$ cat src/logic/exe_defines.svh
`ifndef EXE_DEFINES_SVH
`define EXE_DEFINES_SVH

`default_nettype none

//////////////////////////////
// Datapath sizing.
//////////////////////////////

// Integer register width.
`define EXE_XLEN 64

// Extra tag bits from rename.
`define EXE_RB 1

// Physical tag width.
`define EXE_TAG_W (5 + `EXE_RB)

// One entry per physical tag.
`define EXE_PRF_DEPTH (1 << `EXE_TAG_W)

`default_nettype wire

`endif

$ cat src/logic/exe_pkg.sv
`include "exe_defines.svh"

`default_nettype none

package exe_pkg;

	//////////////////////////////
	// Opcodes.
	//////////////////////////////

	// ALU class first, shift class last.
	typedef enum logic [3:0] {
		OP_ADD  = 4'd0,
		OP_SUB  = 4'd1,
		OP_AND  = 4'd2,
		OP_OR   = 4'd3,
		OP_XOR  = 4'd4,
		OP_SLT  = 4'd5,
		OP_SLTU = 4'd6,
		OP_LI   = 4'd7,
		OP_SLL  = 4'd8,
		OP_SRL  = 4'd9,
		OP_SRA  = 4'd10
	} exe_op_e;

	// Physical register tag.
	typedef logic [`EXE_TAG_W-1:0] tag_t;

	//////////////////////////////
	// Stage records.
	//////////////////////////////

	// One issued instruction.
	typedef struct packed {
		exe_op_e     op;
		tag_t        rd;
		tag_t        rs1;
		tag_t        rs2;
		logic [31:0] imm;
		logic        use_imm;
		logic        is32w;
	} issue_t;

	// Shift unit input.
	typedef struct packed {
		logic                 sll;
		logic                 srl;
		logic                 sra;
		tag_t                 rd;
		logic [`EXE_XLEN-1:0] op1;
		logic [`EXE_XLEN-1:0] op2;
		logic                 is32w;
	} shift_param_t;

	// ALU input.
	typedef struct packed {
		exe_op_e              op;
		tag_t                 rd;
		logic [`EXE_XLEN-1:0] op1;
		logic [`EXE_XLEN-1:0] op2;
		logic                 is32w;
	} alu_param_t;

	// Result going back to the register file.
	typedef struct packed {
		logic                 valid;
		tag_t                 rd;
		logic [`EXE_XLEN-1:0] res;
	} wb_t;

endpackage

`default_nettype wire

$ cat src/logic/shift_unit.sv
`include "exe_defines.svh"

`default_nettype none

module shift_unit (
	input  wire logic                  CLK,
	input  wire logic                  rst_n,
	input  wire logic                  flush,

	input  wire logic                  shift_valid,
	input  wire exe_pkg::shift_param_t shift_param,

	output exe_pkg::wb_t               shift_wb
);

	logic [5:0]           shamt;
	logic [`EXE_XLEN-1:0] left64;
	logic [`EXE_XLEN-1:0] left32;
	logic [`EXE_XLEN-1:0] left_res;
	logic signed [`EXE_XLEN:0] right_op1;
	logic signed [`EXE_XLEN:0] right_full;
	logic [`EXE_XLEN-1:0] res_next;

	//////////////////////////////
	// Shift datapath.
	//////////////////////////////

	// Word form uses five amount bits.
	assign shamt = shift_param.is32w ? {1'b0, shift_param.op2[4:0]} : shift_param.op2[5:0];

	// Left shift, word result sign-extended from bit 31.
	assign left64   = shift_param.op1 << shamt;
	assign left32   = {{(`EXE_XLEN-32){left64[31]}}, left64[31:0]};
	assign left_res = shift_param.is32w ? left32 : left64;

	// Extra top bit carries the fill.
	// Only SRA fills with the sign.
	assign right_op1 = shift_param.is32w ?
		{{(`EXE_XLEN-31){shift_param.op1[31] & shift_param.sra}}, shift_param.op1[31:0]} :
		{shift_param.op1[`EXE_XLEN-1] & shift_param.sra, shift_param.op1};

	// Arithmetic shift covers both SRL and SRA.
	assign right_full = right_op1 >>> shamt;

	// Pick by flag.
	assign res_next = ({`EXE_XLEN{shift_param.sll}} & left_res)
		| ({`EXE_XLEN{shift_param.srl | shift_param.sra}} & right_full[`EXE_XLEN-1:0]);

	//////////////////////////////
	// Result register.
	//////////////////////////

	always_ff @(posedge CLK) begin
		if (!rst_n) begin
			shift_wb <= '0;
		end else begin
			shift_wb.valid <= shift_valid & ~flush;
			shift_wb.rd    <= shift_param.rd;
			shift_wb.res   <= res_next;
		end
	end

endmodule

`default_nettype wire

$ cat config.mk
export PLATFORM = sky130hd
export DESIGN_NAME = shift_unit
export DESIGN_NICKNAME = d
export VERILOG_FILES = /design/src/logic/exe_pkg.sv /design/src/logic/shift_unit.sv
export VERILOG_INCLUDE_DIRS = /design/src /design/src/logic
export SDC_FILE = /design/constraint.sdc
export NUM_CORES = 1
export LEC_CHECK = 0
export ABC_AREA = 1
export ABC_CLOCK_PERIOD_IN_PS = 5090
export BUFFER_PORTS_ARGS = -buffer_cell sky130_fd_sc_hd__buf_2
export CAP_MARGIN = 20
export CORE_MARGIN = 3
export CORE_UTILIZATION = 25
export DETAILED_ROUTE_END_ITERATION = 10
export PLACE_DENSITY = 0.49
export SLEW_MARGIN = 25
export SYNTH_ARGS = -nofsm -noshare
export SYNTH_HDL_FRONTEND = slang
export SYNTH_SLANG_ARGS = --single-unit
$ cat constraint.sdc
create_clock -name CLK -period 5.09 [get_ports CLK]
set_input_delay 0.509 -clock CLK [delete_from_list [all_inputs] [get_ports CLK]]
set_output_delay 0.509 -clock CLK [all_outputs]
set_load 0.02 [all_outputs]
==> flow_summary.toml <==
[cts]
clock-sinks = 71
cts_buffers = 9
cts_setup_buffers = 0
cts_resized = 0
clk_path_buf_depth = 2
clockRootBuffer = "clkbuf_16"
hold_buffers = 0
clkTransAtPathRegs_ns = 0.06
cts.htree.levels = 3
cts_tree = "done"

[drt]
routed_wl_um = 59600
first_pass_iters = 6
vias_per_cell = 5.63
routedWlPerCell_um = 22.6
first_iter_violations = 2041
postRouteAntennaNets = 0
vias = 14837
drcViolationCount = 0

[run_status]
status = "finished, final reports clean"

[timing]
worst_slew_pin_slew_ns = 1.07
fin_crit_sh_pct = 66.3
worst_slew_margin_rel_pct = 28.3
slew_viol_final = 0
setup_viol = 0
max_freq_ghz = 0.296
hold_viol_final = 0
fin_crit_ns = 3.37
setup_tns_ns = 0
rsz0062_at_grt = "no"

[floorplanning]
start_util_pct = 25.4
die_h_um = 213
die-area_um2 = 45300
core-area_um2 = 42000
ios = 213
rows = 75
die_x_um = 213

[min_path]
hold_path_class = "in -> reg"
worstHoldStart = "flush"

[final_layout]
final.fill_count = 4969
antenna_cells = 0
utilization_pct = 28.2
layout.nets = 2232
multi_input_area_um2 = 8110
largest_reg_flops = 71
top_register = "shift_wb"
drive_gt1_share_pct = 11.3
reg_top3 = "shift_wb (71)"
area_growth_syn_to_layout_pct = 11.0
seqCellArea_um2 = 1420

[logic_synthesis]
syn_area_um2 = 10700
synth.largest_area_cell = "nand3_1"
yosys_warnings = 0
synth_top_area_share_pct = 37.8
syn_avg_cell_area_um2 = 5.14
yosysSeqAreaShare_pct = 13.3
syn-num-nets = 2220
netlist_instances = 2078
synthDistinctLibCells = 27
ys_top_cells_by_area = "nand3_1 (38%), nand2_1 (24%), dfxtp_1 (13%)"
ys_seq_elements = 71

[critical_path]
setup.worst_path.start = "shift_param[4]"
crit_path_top_delay_cell = "clkinv_2"
cp_cell_sequence = "buf_4, clkinv_2, buf_4, nand3_1, nand2_1, o21ai_0, nand2_1, nand3_2, nand2_1, a21oi_1"
worst_path_largest_cell_delay_ns = 0.71
cp_common_cell = "nand2_1"
cp.required_ns = 5.34
crit_fanout = 53
cp-start-kind = "primary input"
worstSetupPathType = "in -> reg"
crit_path_end_kind = "register"
worstPathArrival_ns = 3.62

[grt]
grt_first_pass_wirelength_um = 87900
track_usage_pct = 25.6
grt-ovfl-total = 0
grt_pass1_vias = 13770
grt_max_degree = 131
antenna_found_initial = 1

[place]
hpwlAfterDp_um = 45900
gp_congestion = 0.994
port_buffers = 154

[run]
cap_violations = 0

[pwr]
power_mw = 2.77
total_leakage_power_nw = 5.92
ir_drop_mv = 0.142
powerDensity_nw_per_um2 = 234
[worst max-delay path, delay by kind of cell]
kind / cells / cell delay, ns
AOI/OAI and AO/OA: 2 / 0.78
buffers and inverters: 3 / 1.66
and+or+nand+nor: 5 / 0.63
[cells in the mapped netlist]
library cell / number
nand3_1: 806
nand2_1: 686
a21oi_1: 86
dfxtp_1: 71
inv_1: 69
buf_2: 59
clkbuf_1: 57
o21ai_0: 49
buf_1: 40
nor2_1: 37
o211ai_1: 28
o21ai_1: 19
buf_6: 17
nand3_2: 15
buf_4: 8
inv_2: 6
o21a_1: 6
and2_1: 3
a21oi_2: 2
clkinv_1: 2
nand2_2: 2
nand2_4: 2
o211ai_2: 2
or2_1: 2
or2_2: 2
a21boi_0: 1
nand3b_2: 1
[cells by family after synthesis]
family | after synthesis | synth area share (%)
compound gates | 193 | 10.1
simple gates | 1556 | 65.4
buf+inv | 258 | 11.2
flops | 71 | 13.3
[placed cells by master (no fill, tap or decap), types with 4 or more instances in the layout]
cell	Yosys	routed
buf_4	8	31
nand3_1	806	806
nand2_1	686	685
a21oi_1	86	85
nor2_1	37	34
o211ai_1	28	28
o21ai_1	19	19
o21ai_0	49	49
inv_1	69	69
inv_2	6	4
o21a_1	6	6
dfxtp_1	71	71
clkinv_2	0	5
buf_2	59	149
nand3_2	15	15
clkbuf_16	0	9
[layer usage]
layer	wire length (um)	global-route usage, %	up-vias
met5	0	0	-
met3	3600	2.15	118
met4	4100	14.4	0
met1	24600	33.1	6954
met2	27300	42.2	686
li1	-	-	7079
[layout make-up]
| cell class | instances | share of cell area (%) |
|---|---|---|
| clock buffer | 10 | 2.02 |
| sequential | 71 | 12.0 |
| multi-input combinational | 1749 | 68.3 |
| inverter | 77 | 2.47 |
| timing repair buffer | 182 | 8.59 |
| clock inverter | 6 | 0.907 |
| tap | 539 | 5.69 |
[path summary, 6_finish.rpt]
path	endpoint	slack, ns	cells past startpoint
max	shift_wb[61]$_SDFF_PN0_	1.72	10
min	shift_wb[70]$_SDFF_PN0_	0.33	2
[power by group]
part | switching, mW | internal (mW)
clock | 0.233 | 0.490
sequential | 0.0206 | 0.613
combinational | 1.03 | 0.383
total | 1.29 | 1.49
[per-stage QoR]
step | cells | hold slack (ns) | cell area [um2] | setup slack [ns]
3_5_place_dp | 2618 | 0.676 | 11500 | 1.45
3_3_place_gp | 2618 | 0.670 | 11500 | 1.47
2_1_floorplan | 2078 | 0.581 | 10700 | 3.14
6_report | 2634 | 0.332 | 11900 | 1.72
5_1_grt | 2634 | 0.323 | 11900 | 1.49
4_1_cts | 2634 | 0.322 | 11900 | 1.80
Note: power is estimated with default switching activity, not from simulation.
