File: config.mk
export PLATFORM = sky130hd
export DESIGN_NAME = issue_decode
export DESIGN_NICKNAME = d
export VERILOG_FILES = /design/src/logic/exe_pkg.sv /design/src/logic/issue_decode.sv
export VERILOG_INCLUDE_DIRS = /design/src /design/src/logic
export SDC_FILE = /design/constraint.sdc
export NUM_CORES = 1
export LEC_CHECK = 0
export BUFFER_PORTS_ARGS = -buffer_cell sky130_fd_sc_hd__buf_2
export CORE_AREA = 2 2 187 189
export DETAILED_ROUTE_END_ITERATION = 8
export DIE_AREA = 0 0 189 191
export HOLD_SLACK_MARGIN = 0.05
export PLACE_DENSITY = 0.59
export SLEW_MARGIN = 10
export SYNTH_ARGS = -nofsm -noshare
export SYNTH_HDL_FRONTEND = slang
export SYNTH_SLANG_ARGS = --single-unit
File: constraint.sdc
create_clock -name CLK -period 1.14 [get_ports CLK]
set_input_delay 0.057 -clock CLK [delete_from_list [all_inputs] [get_ports CLK]]
set_output_delay 0.057 -clock CLK [all_outputs]
set_load 0.01 [all_outputs]
File: src/logic/exe_defines.svh
`ifndef EXE_DEFINES_SVH
`define EXE_DEFINES_SVH

`default_nettype none

//////////////////////////////
// Datapath sizing.
//////////////////////////////

// Integer register width.
`define EXE_XLEN 64

// Extra tag bits from rename.
`define EXE_RB 1

// Physical tag width.
`define EXE_TAG_W (5 + `EXE_RB)

// One entry per physical tag.
`define EXE_PRF_DEPTH (1 << `EXE_TAG_W)

`default_nettype wire

`endif

File: src/logic/exe_pkg.sv
`include "exe_defines.svh"

`default_nettype none

package exe_pkg;

	//////////////////////////////
	// Opcodes.
	//////////////////////////////

	// ALU class first, shift class last.
	typedef enum logic [3:0] {
		OP_ADD  = 4'd0,
		OP_SUB  = 4'd1,
		OP_AND  = 4'd2,
		OP_OR   = 4'd3,
		OP_XOR  = 4'd4,
		OP_SLT  = 4'd5,
		OP_SLTU = 4'd6,
		OP_LI   = 4'd7,
		OP_SLL  = 4'd8,
		OP_SRL  = 4'd9,
		OP_SRA  = 4'd10
	} exe_op_e;

	// Physical register tag.
	typedef logic [`EXE_TAG_W-1:0] tag_t;

	//////////////////////////////
	// Stage records.
	//////////////////////////////

	// One issued instruction.
	typedef struct packed {
		exe_op_e     op;
		tag_t        rd;
		tag_t        rs1;
		tag_t        rs2;
		logic [31:0] imm;
		logic        use_imm;
		logic        is32w;
	} issue_t;

	// Shift unit input.
	typedef struct packed {
		logic                 sll;
		logic                 srl;
		logic                 sra;
		tag_t                 rd;
		logic [`EXE_XLEN-1:0] op1;
		logic [`EXE_XLEN-1:0] op2;
		logic                 is32w;
	} shift_param_t;

	// ALU input.
	typedef struct packed {
		exe_op_e              op;
		tag_t                 rd;
		logic [`EXE_XLEN-1:0] op1;
		logic [`EXE_XLEN-1:0] op2;
		logic                 is32w;
	} alu_param_t;

	// Result going back to the register file.
	typedef struct packed {
		logic                 valid;
		tag_t                 rd;
		logic [`EXE_XLEN-1:0] res;
	} wb_t;

endpackage

`default_nettype wire

File: src/logic/issue_decode.sv
`include "exe_defines.svh"

`default_nettype none

module issue_decode (
	input  wire logic                  CLK,
	input  wire logic                  rst_n,
	input  wire logic                  flush,

	// Incoming issue.
	input  wire logic                  issue_valid,
	input  wire exe_pkg::issue_t       issue,

	// Register file read.
	output exe_pkg::tag_t              rs1_addr,
	output exe_pkg::tag_t              rs2_addr,
	input  wire logic [`EXE_XLEN-1:0]  rs1_data,
	input  wire logic [`EXE_XLEN-1:0]  rs2_data,

	// Unit records.
	output logic                       shift_valid,
	output exe_pkg::shift_param_t      shift_param,
	output logic                       alu_valid,
	output exe_pkg::alu_param_t        alu_param
);

	import exe_pkg::*;

	logic                 is_shift;
	logic [`EXE_XLEN-1:0] imm_ext;
	logic [`EXE_XLEN-1:0] op2_sel;
	shift_param_t         shift_next;
	alu_param_t           alu_next;

	//////////////////////////////
	// Operand read.
	//////////////////////////////

	// Source tags straight to the file.
	assign rs1_addr = issue.rs1;
	assign rs2_addr = issue.rs2;

	// Immediate is sign-extended to full width.
	assign imm_ext = {{(`EXE_XLEN-32){issue.imm[31]}}, issue.imm};

	// Second operand.
	assign op2_sel = issue.use_imm ? imm_ext : rs2_data;

	// Opcode class.
	assign is_shift = (issue.op == OP_SLL) || (issue.op == OP_SRL) || (issue.op == OP_SRA);

	//////////////////////////////
	// Record build.
	//////////////////////////////

	always_comb begin
		// Shift flags are one-hot.
		shift_next.sll   = (issue.op == OP_SLL);
		shift_next.srl   = (issue.op == OP_SRL);
		shift_next.sra   = (issue.op == OP_SRA);
		shift_next.rd    = issue.rd;
		shift_next.op1   = rs1_data;
		shift_next.op2   = op2_sel;
		shift_next.is32w = issue.is32w;

		// ALU keeps the opcode itself.
		alu_next.op      = issue.op;
		alu_next.rd      = issue.rd;
		alu_next.op1     = rs1_data;
		alu_next.op2     = op2_sel;
		alu_next.is32w   = issue.is32w;
	end

	//////////////////////////////
	// Decode register.
	//////////////////////////////

	// Only the matching unit's record loads.
	// Flush kills the item at this edge.
	always_ff @(posedge CLK) begin
		if (!rst_n) begin
			shift_valid <= 1'b0;
			alu_valid   <= 1'b0;
			shift_param <= '0;
			alu_param   <= '0;
		end else begin
			shift_valid <= issue_valid & is_shift & ~flush;
			alu_valid   <= issue_valid & ~is_shift & ~flush;
			if (issue_valid && is_shift) begin
				shift_param <= shift_next;
			end
			if (issue_valid && !is_shift) begin
				alu_param <= alu_next;
			end
		end
	end

endmodule

`default_nettype wire

==> impl_metrics.json <==
{
  "antenna_left": 0,
  "hp-class": "in -> reg",
  "cts_num_sinks": 279,
  "status": "finished clean",
  "drtIter0Drc": 346,
  "die_y_um": 191,
  "ios": 479,
  "finalInstanceArea_um2": 17500,
  "htree_num_levels": 1,
  "clk_path_buf_depth": 3,
  "syn-num-nets": 1334,
  "gr-total-overflow": 0,
  "grt_max_degree": 50,
  "r2r_end": "alu_param[135]",
  "wl_per_cell_um": 15.8,
  "crit_required_ns": 1.08,
  "path_cells": "buf_2",
  "worstPathArrival_ns": 1.04,
  "yosysSeqAreaShare_pct": 49.5,
  "cp-startpoint": "alu_param[68]",
  "hpwl_mm": 24.7,
  "worstSetupEndpointType": "output port",
  "cts_root_buf": "clkbuf_16",
  "period_share_pct": 96.2,
  "row_count": 68,
  "drc": 0,
  "grt_pass1_wl_mm": 54.3,
  "synth_seq_cells": 279,
  "rr_worst_depth": 2,
  "path_clk_slew_ns": 0.06,
  "final_nets": 1967,
  "final-seq-area_um2": 5650,
  "period_needed_ns": 1.10,
  "crit_buf_inv": 1,
  "drive_above_1_share_pct": 38.5,
  "place_area_um2": 14500,
  "syn_area_um2": 11300,
  "worstHoldStart": "issue[53]",
  "cts_setup_buffers": 0,
  "crit_path_max_incr_delay_ns": 0.34,
  "cp_top_family": "flip-flops",
  "die_area_um2": 36100,
  "via_per_inst": 4.53,
  "vias": 10200,
  "fin_hold_ws_ns": 0.0192,
  "setup_viol": 0,
  "setup_slack_ns": 0.0434,
  "routed_wl_mm": 35.7,
  "final.setup.tns_ns": 0,
  "cap_violations": 0,
  "grt_pass1_vias": 10300,
  "final.setup_skew_ns": 0,
  "grt_use_total_pct": 18.4,
  "io_buffers": 454,
  "ys_types": 23,
  "dp_slack_ns": -0.144,
  "yosysWarnings": 0,
  "r2r_slack_ns": 0.49,
  "ir_worst_vdd_mv": 0.971,
  "crit_slowest_cell": "dfxtp_1",
  "finalHoldViolations": 0,
  "fill_cells": 3087,
  "slew-limit-headroom_pct": 58.3,
  "synthCells": 1146,
  "r2r-start": "alu_param[135]",
  "area_growth_pct": 54.6,
  "multi_input_area_um2": 5140,
  "power.density_nw_per_um2": 1360,
  "cts_tree": "built",
  "initial_core_util_pct": 33.1,
  "numCtsBuffers": 30,
  "worstSetupStartpointType": "flop",
  "drtPass1Iterations": 6,
  "syn-mean-instance-area_um2": 9.85,
  "max_freq_ghz": 0.912,
  "p_leak_nw": 8.84,
  "min_delay_path_depth": 4,
  "core_um2": 34100,
  "critPathMaxFanout": 2,
  "antenna_found_initial": 1,
  "drv_slew": 0,
  "gp_congestion": 0.848,
  "die_w_um": 189,
  "tightest_slew_ns": 0.626,
  "critical_path_class": "reg -> out",
  "clk_latency_ns": 0.54,
  "hold_end": "shift_param[137]"
}
worst reg2reg max path, stage by stage (launching register included):
cell and delay, ns:
dfxtp_2 0.33, o21ai_0 0.07, a21boi_0 0.17
layout make-up:
class / count / area share, %
flip-flops and latches: 279 / 32.4
inverters: 3 / 0.0645
diodes: 1 / 0.0143
repair buffers: 700 / 29.2
multi-input cells: 765 / 29.5
clock buffers: 44 / 5.07
clock inverters: 7 / 0.509
well taps: 455 / 3.26
worst max path at each step:
stage                            end  depth (start not counted)
global placement      alu_param[131]                          6
finish                 alu_param[68]                          1
global route         shift_param[35]                          1
floorplan           shift_param[100]                          5
CTS                  shift_param[72]                          1
detailed placement    alu_param[126]                          6
cells in the mapped netlist, drive strengths merged:
cell type    n  area share [%]
inv          3            0.10
nand2b       1           0.055
mux2i      272              24
a21boi       2            0.13
nand2      408              14
nand3b       1           0.067
dfxtp      279              49
nor2b        1           0.055
mux2        64             6.4
nand3        2           0.089
a32o         1           0.089
o221a        2            0.20
a21o         1           0.067
and2b        1           0.067
clkbuf      40             1.3
nor2         4            0.13
a21oi        2           0.089
buf         59             3.8
o21ai        2           0.089
o311ai       1           0.078
registers in the layout, indices dropped and copies added, names as in the netlist:
signal and count:
alu_valid 1, shift_param 138, shift_valid 1, alu_param 139
what timing repair did:
| item | CTS | global route |
|---|---|---|
| gates cloned | 0 | 2 |
| setup endpoints to repair | 12 | 98 |
| gates resized for setup | 13 | 73 |
| pin swaps | 0 | 2 |
| endpoints found under the hold margin | 278 | 5 |
| hold buffers | 173 | 2 |
routing by layer:
| metal | GRT usage [%] | vias up | wire, µm |
|---|---|---|---|
| met4 | 7.93 | 0 | 1430 |
| met2 | 32.5 | 329 | 17500 |
| li1 | - | 5032 | - |
| met1 | 21.5 | 4757 | 14600 |
| met5 | 0 | - | 0 |
| met3 | 4.02 | 99 | 2080 |
power by group:
group / internal (mW) / switching (mW)
sequential: 10.3 / 0.254
clock: 5.76 / 3.91
combinational: 1.89 / 1.72
cells in the final DEF (no fill, tap or decap), types with 2 or more instances in the layout:
master and count:
buf_6 16, clkbuf_1 7, nor2_1 4, buf_4 51, dfxtp_1 226, dlygate4sd3_1 172
clkinv_2 4, buf_12 31, buf_2 427, clkbuf_8 6, o21ai_0 2, inv_1 3
mux2i_1 272, mux2_2 64, a21boi_0 2, bufinv_16 2, nand2_1 408, dfxtp_2 53
o221a_2 2, clkbuf_16 33
metrics by stage:
step	instances	utilization, %	power, mW
after floorplan	1146	-	12.4
after global placement	2028	42.5	13.7
after detailed placement	2028	42.5	13.8
after CTS	2252	50.5	24.0
after global routing	2254	51.2	24.8
final	2254	51.2	23.8
logic make-up (layout without fill, tap and decap cells):
| group | count (synthesis) | in the layout | synth area share (%) |
|---|---|---|---|
| AND/OR/NAND/NOR | 418 | 418 | 14.0 |
| multiplexers | 336 | 336 | 30.5 |
| other | 0 | 1 | 0 |
| AO/OA/AOI/OAI | 11 | 11 | 0.742 |
| buffers and inverters | 102 | 754 | 5.27 |
| flip-flops | 279 | 279 | 49.5 |
Note: power is estimated with default switching activity, not from simulation.
