--- src/logic/exe_defines.svh ---
`ifndef EXE_DEFINES_SVH
`define EXE_DEFINES_SVH

`default_nettype none

//////////////////////////////
// Datapath sizing.
//////////////////////////////

// Integer register width.
`define EXE_XLEN 64

// Extra tag bits from rename.
`define EXE_RB 1

// Physical tag width.
`define EXE_TAG_W (5 + `EXE_RB)

// One entry per physical tag.
`define EXE_PRF_DEPTH (1 << `EXE_TAG_W)

`default_nettype wire

`endif

--- src/logic/exe_pkg.sv ---
`include "exe_defines.svh"

`default_nettype none

package exe_pkg;

	//////////////////////////////
	// Opcodes.
	//////////////////////////////

	// ALU class first, shift class last.
	typedef enum logic [3:0] {
		OP_ADD  = 4'd0,
		OP_SUB  = 4'd1,
		OP_AND  = 4'd2,
		OP_OR   = 4'd3,
		OP_XOR  = 4'd4,
		OP_SLT  = 4'd5,
		OP_SLTU = 4'd6,
		OP_LI   = 4'd7,
		OP_SLL  = 4'd8,
		OP_SRL  = 4'd9,
		OP_SRA  = 4'd10
	} exe_op_e;

	// Physical register tag.
	typedef logic [`EXE_TAG_W-1:0] tag_t;

	//////////////////////////////
	// Stage records.
	//////////////////////////////

	// One issued instruction.
	typedef struct packed {
		exe_op_e     op;
		tag_t        rd;
		tag_t        rs1;
		tag_t        rs2;
		logic [31:0] imm;
		logic        use_imm;
		logic        is32w;
	} issue_t;

	// Shift unit input.
	typedef struct packed {
		logic                 sll;
		logic                 srl;
		logic                 sra;
		tag_t                 rd;
		logic [`EXE_XLEN-1:0] op1;
		logic [`EXE_XLEN-1:0] op2;
		logic                 is32w;
	} shift_param_t;

	// ALU input.
	typedef struct packed {
		exe_op_e              op;
		tag_t                 rd;
		logic [`EXE_XLEN-1:0] op1;
		logic [`EXE_XLEN-1:0] op2;
		logic                 is32w;
	} alu_param_t;

	// Result going back to the register file.
	typedef struct packed {
		logic                 valid;
		tag_t                 rd;
		logic [`EXE_XLEN-1:0] res;
	} wb_t;

endpackage

`default_nettype wire

--- src/logic/alu_unit.sv ---
`include "exe_defines.svh"

`default_nettype none

module alu_unit (
	input  wire logic                 CLK,
	input  wire logic                 rst_n,
	input  wire logic                 flush,

	input  wire logic                 alu_valid,
	input  wire exe_pkg::alu_param_t  alu_param,

	output exe_pkg::wb_t              alu_wb
);

	import exe_pkg::*;

	logic [`EXE_XLEN-1:0] op1;
	logic [`EXE_XLEN-1:0] op2;
	logic [`EXE_XLEN-1:0] sum;
	logic [`EXE_XLEN-1:0] diff;
	logic [`EXE_XLEN-1:0] sum_w;
	logic [`EXE_XLEN-1:0] diff_w;
	logic                 lt_s;
	logic                 lt_u;
	logic [`EXE_XLEN-1:0] res_next;

	//////////////////////////////
	// Arithmetic.
	//////////////////////////////

	assign op1 = alu_param.op1;
	assign op2 = alu_param.op2;

	// Full-width add and subtract.
	assign sum  = op1 + op2;
	assign diff = op1 - op2;

	// Word forms sign-extend from bit 31.
	assign sum_w  = {{(`EXE_XLEN-32){sum[31]}}, sum[31:0]};
	assign diff_w = {{(`EXE_XLEN-32){diff[31]}}, diff[31:0]};

	// Compares.
	assign lt_s = $signed(op1) < $signed(op2);
	assign lt_u = op1 < op2;

	//////////////////////////////
	// Result select.
	//////////////////////////////

	always_comb begin
		case (alu_param.op)
			OP_ADD:  res_next = alu_param.is32w ? sum_w : sum;
			OP_SUB:  res_next = alu_param.is32w ? diff_w : diff;
			OP_AND:  res_next = op1 & op2;
			OP_OR:   res_next = op1 | op2;
			OP_XOR:  res_next = op1 ^ op2;
			// Compares give 0 or 1.
			OP_SLT:  res_next = {{(`EXE_XLEN-1){1'b0}}, lt_s};
			OP_SLTU: res_next = {{(`EXE_XLEN-1){1'b0}}, lt_u};
			// Immediate already sits in op2.
			OP_LI:   res_next = op2;
			default: res_next = '0;
		endcase
	end

	//////////////////////////////
	// Result register.
	//////////////////////////////

	always_ff @(posedge CLK) begin
		if (!rst_n) begin
			alu_wb <= '0;
		end else begin
			alu_wb.valid <= alu_valid & ~flush;
			alu_wb.rd    <= alu_param.rd;
			alu_wb.res   <= res_next;
		end
	end

endmodule

`default_nettype wire

--- config.mk ---
export PLATFORM = sky130hd
export DESIGN_NAME = alu_unit
export DESIGN_NICKNAME = d
export VERILOG_FILES = /design/src/logic/exe_pkg.sv /design/src/logic/alu_unit.sv
export VERILOG_INCLUDE_DIRS = /design/src /design/src/logic
export SDC_FILE = /design/constraint.sdc
export NUM_CORES = 1
export LEC_CHECK = 0
export BUFFER_PORTS_ARGS = -buffer_cell sky130_fd_sc_hd__buf_2
export CELL_PAD_IN_SITES_DETAIL_PLACEMENT = 1
export CELL_PAD_IN_SITES_GLOBAL_PLACEMENT = 1
export CORE_MARGIN = 1.5
export CORE_UTILIZATION = 39
export CTS_BUF_LIST = sky130_fd_sc_hd__clkbuf_4
export DETAILED_ROUTE_END_ITERATION = 8
export GPL_ROUTABILITY_DRIVEN = 1
export PLACE_DENSITY_LB_ADDON = 0.05
export SKIP_CTS_REPAIR_TIMING = 1
export SYNTH_ARGS = -nofsm -noshare
export SYNTH_HDL_FRONTEND = slang
export SYNTH_SLANG_ARGS = --single-unit
--- constraint.sdc ---
create_clock -name CLK -period 2.91 [get_ports CLK]
set_input_delay 0 -clock CLK [delete_from_list [all_inputs] [get_ports CLK]]
set_output_delay 0 -clock CLK [all_outputs]
set_load 0.01 [all_outputs]
==> metrics.md <==
| Metric | Value |
|---|---|
| Area Growth Syn to Fin | `49.67%` |
| Cell mode on critical path | `buf_4` |
| Post-route DRC violation count | `0` |
| Nets@finish | `2982` |
| Total congestion overflow | `0` |
| YS warnings | `0` |
| Top routing layer in use | `met5` |
| Cell variety after synth | `82` |
| Final hold violations | `7` |
| Critical Path Start | `alu_param[4]` |
| FF+latch count, synth | `71` |
| Placed insts | `2995` |
| WP data required | `3.40 ns` |
| Clock Root Buffer | `clkbuf_4` |
| TritonCTS Sinks | `71` |
| Syn_nets | `2259` |
| First-pass iteration count of the detailed router | `5` |
| Initial core utilization | `0.3991` |
| FMAX | `0.3327 GHz` |
| Critical Path AT | `3.50 ns` |
| Hold Path Class | `in -> reg` |
| Synth Instances | `1909` |
| Hold depth | `6` |
| Finished Cell Area | `0.01953 mm2` |
| GR Util All Layers | `0.3934` |
| Ys flop type | `dfxtp_1` |
| Sequential area share after synthesis | `0.1089` |
| Layout cells sized above 1 | `0.3216` |
| Synth cell count leaders | `228 x a21oi_1, 205 x ha_1, 187 x inv_1, 178 x nor2_1, 128 x nand2_1` |
| DR WL met2 | `34590 um` |
| First DRT Iteration DRCs | `2000` |
| Fin crit period | `3.006 ns` |
| Fin crit share | `1.033` |
| Hold_sp | `alu_param[45]` |
| Metal3 WL | `6579 um` |
| Avg Cell Area, Syn | `6.836 um2` |
| Dpl cell area | `0.01838 mm2` |
| Setup TNS | `-0.1661 ns` |
| GPL Wtd Cong | `1.004` |
| Final wirelength | `76010 um` |
| Htree depth | `3` |
| Maximum vdd ir drop | `0.1939 mV` |
| Post-synth EDFFs | `0` |
| Fin. max-slew vios | `0` |
| Initial antenna violation count | `6` |
| Count leader, synth | `a21oi_1` |
| Largest area contributor in the netlist | `ha_1` |
| Top reg by flops | `alu_wb` |
| Run status | `finished with violations` |
| CP Capture Type | `flip-flop` |
| TritonCTS clock tree | `yes` |
| Via count | `18929` |
| Largest register FFs | `71` |
| Leak pwr | `0.009587 uW` |
| Core box area | `0.03270 mm2` |
| Async set or reset register ratio after synthesis | `0` |
| PwrDens | `283.0 mW/mm2` |
| Max stage delay cell, worst path | `ha_1` |
| Wire length per cell | `24.63 um` |
| Post-synth top area share | `0.1965` |
| Final worst slack | `-0.09588 ns` |
| Number of global-route vias before repair | `18366` |
| Via/cell ratio | `6.134` |
| Synth area leaders | `ha_1 20%, dfxtp_1 11%, a21oi_1 8.7%` |
| Failing checks | `negative hold slack, negative setup slack` |
| Die height | `185.9 um` |
| DRT antenna net count | `0` |
| I/O Buffers | `213` |
| Maxcap violations | `0` |
| Largest registers | `alu_wb x71` |
| CP peak stage delay | `0.49 ns` |
| Die Wd | `185.9 um` |
| CTS Buf Count | `9` |
| Num rows | `66` |
| Clock slew at reported path FFs | `0.19 ns` |
| Crit Path Category | `in -> reg` |
| Routed length on met1 | `30680 um` |
| Critical path launch point type | `primary input` |
| CP cell instances | `buf_2, buf_4, ha_1, a2111oi_4, o21ai_1, nand4_1, a31oi_2, o2111ai_1, and2_1, nor4_1, buf_4, nand2b_1, xor2_1, a221oi_1, a21oi_1` |
| Worst slew pin tran | `1.077 ns` |
| CP Max Fanout | `6` |
| CTS Buffer Depth | `2` |
| Worst hold slack | `-0.08107 ns` |
| Fin util | `0.5973` |
| Post-DP HPWL | `56040 um` |
| WHS Endpoint | `alu_wb[44]$_SDFF_PN0_` |
| Fin cells | `3086` |
| I/O pins | `214` |
| Final Setup Violations | `3` |
| First-pass GRT wire length | `103700 um` |
| Mapped Area | `0.01305 mm2` |
| Full die area | `0.03457 mm2` |
| Max-slew headroom | `0.2799` |
| Largest net degree at the start of global routing | `35` |
per-layer routing:
layer  GRT usage  vias up
met5           0        -
met4      0.1768        4
met3     0.06848      308
met2      0.6500     1124
met1      0.4975     9134
li1            -     8359
how the worst max path moves through the flow:
| stage | depth (start not counted) | endpoint | slack (ns) |
|---|---|---|---|
| 2_1_floorplan | 15 | alu_wb[41]$_SDFF_PN0_ | -0.02 |
| 3_3_place_gp | 16 | alu_wb[61]$_SDFF_PN0_ | -0.91 |
| 3_5_place_dp | 16 | alu_wb[59]$_SDFF_PN0_ | -0.93 |
| 4_1_cts | 16 | alu_wb[59]$_SDFF_PN0_ | -0.30 |
| 5_1_grt | 15 | alu_wb[51]$_SDFF_PN0_ | -0.23 |
| 6_report | 15 | alu_wb[51]$_SDFF_PN0_ | -0.1 |
critical path, delay by kind of cell:
kind | cells | cell delay, ns
AND/OR/NAND/NOR | 4 | 0.89
XOR/XNOR | 1 | 0.06
AO/OA/AOI/OAI | 6 | 1.61
adder cells (fa/ha/maj) | 1 | 0.49
buffers and inverters | 3 | 0.44
where the power goes:
part           leakage, uW  internal (uW)  switching, uW
combinational      0.00894           1610           2070
sequential        0.000578           1010           15.1
clock            0.0000658            259            563
total              0.00959           2880           2650
cells in the final DEF, fill, tap and decap left out, types with 36 or more instances in the layout:
cell	instances
buf_4	549
a21oi_1	225
buf_2	212
ha_1	197
inv_1	186
nor2_1	176
nand2_1	126
o21ai_0	107
dfxtp_1	71
dlygate4sd3_1	61
a31oi_1	46
xnor2_1	46
o21bai_1	40
nor3_1	40
a221oi_1	38
a22oi_1	38
nand3_1	36
cell type report:
type / count / area [um2]
Timing Repair Buffer: 827 / 5884
Tap cell: 442 / 553.0
Fill cell: 4274 / 13170
Clock inverter: 7 / 73.82
Inverter: 190 / 713.2
Clock buffer: 9 / 67.56
Sequential cell: 71 / 1421
Multi-Input combinational cell: 1533 / 10800
Antenna cell: 7 / 17.52
kinds of logic (layout without fill, tap and decap cells):
kind of cell	Yosys count	count (layout)	share of synthesized area
AO/OA/AOI/OAI	718	718	0.3583
XOR/XNOR	58	58	0.03893
adder cells (fa/ha/maj)	207	207	0.1996
buffers and inverters	305	1033	0.09118
flip-flops	71	71	0.1089
multiplexers	8	8	0.006232
other	0	7	0
AND/OR/NAND/NOR	542	542	0.1968
metrics by stage:
step           hold WS (ns)  power [uW]  setup WS, ns
6_report           -0.08107        5527      -0.09588
5_1_grt            -0.04050        5757       -0.2260
4_1_cts             -0.4168        5178       -0.3024
3_5_place_dp         0.2155        4375       -0.9334
3_3_place_gp         0.2104        4266       -0.9122
2_1_floorplan        0.1217        2661      -0.01517
(Power assumes the default switching activity.)
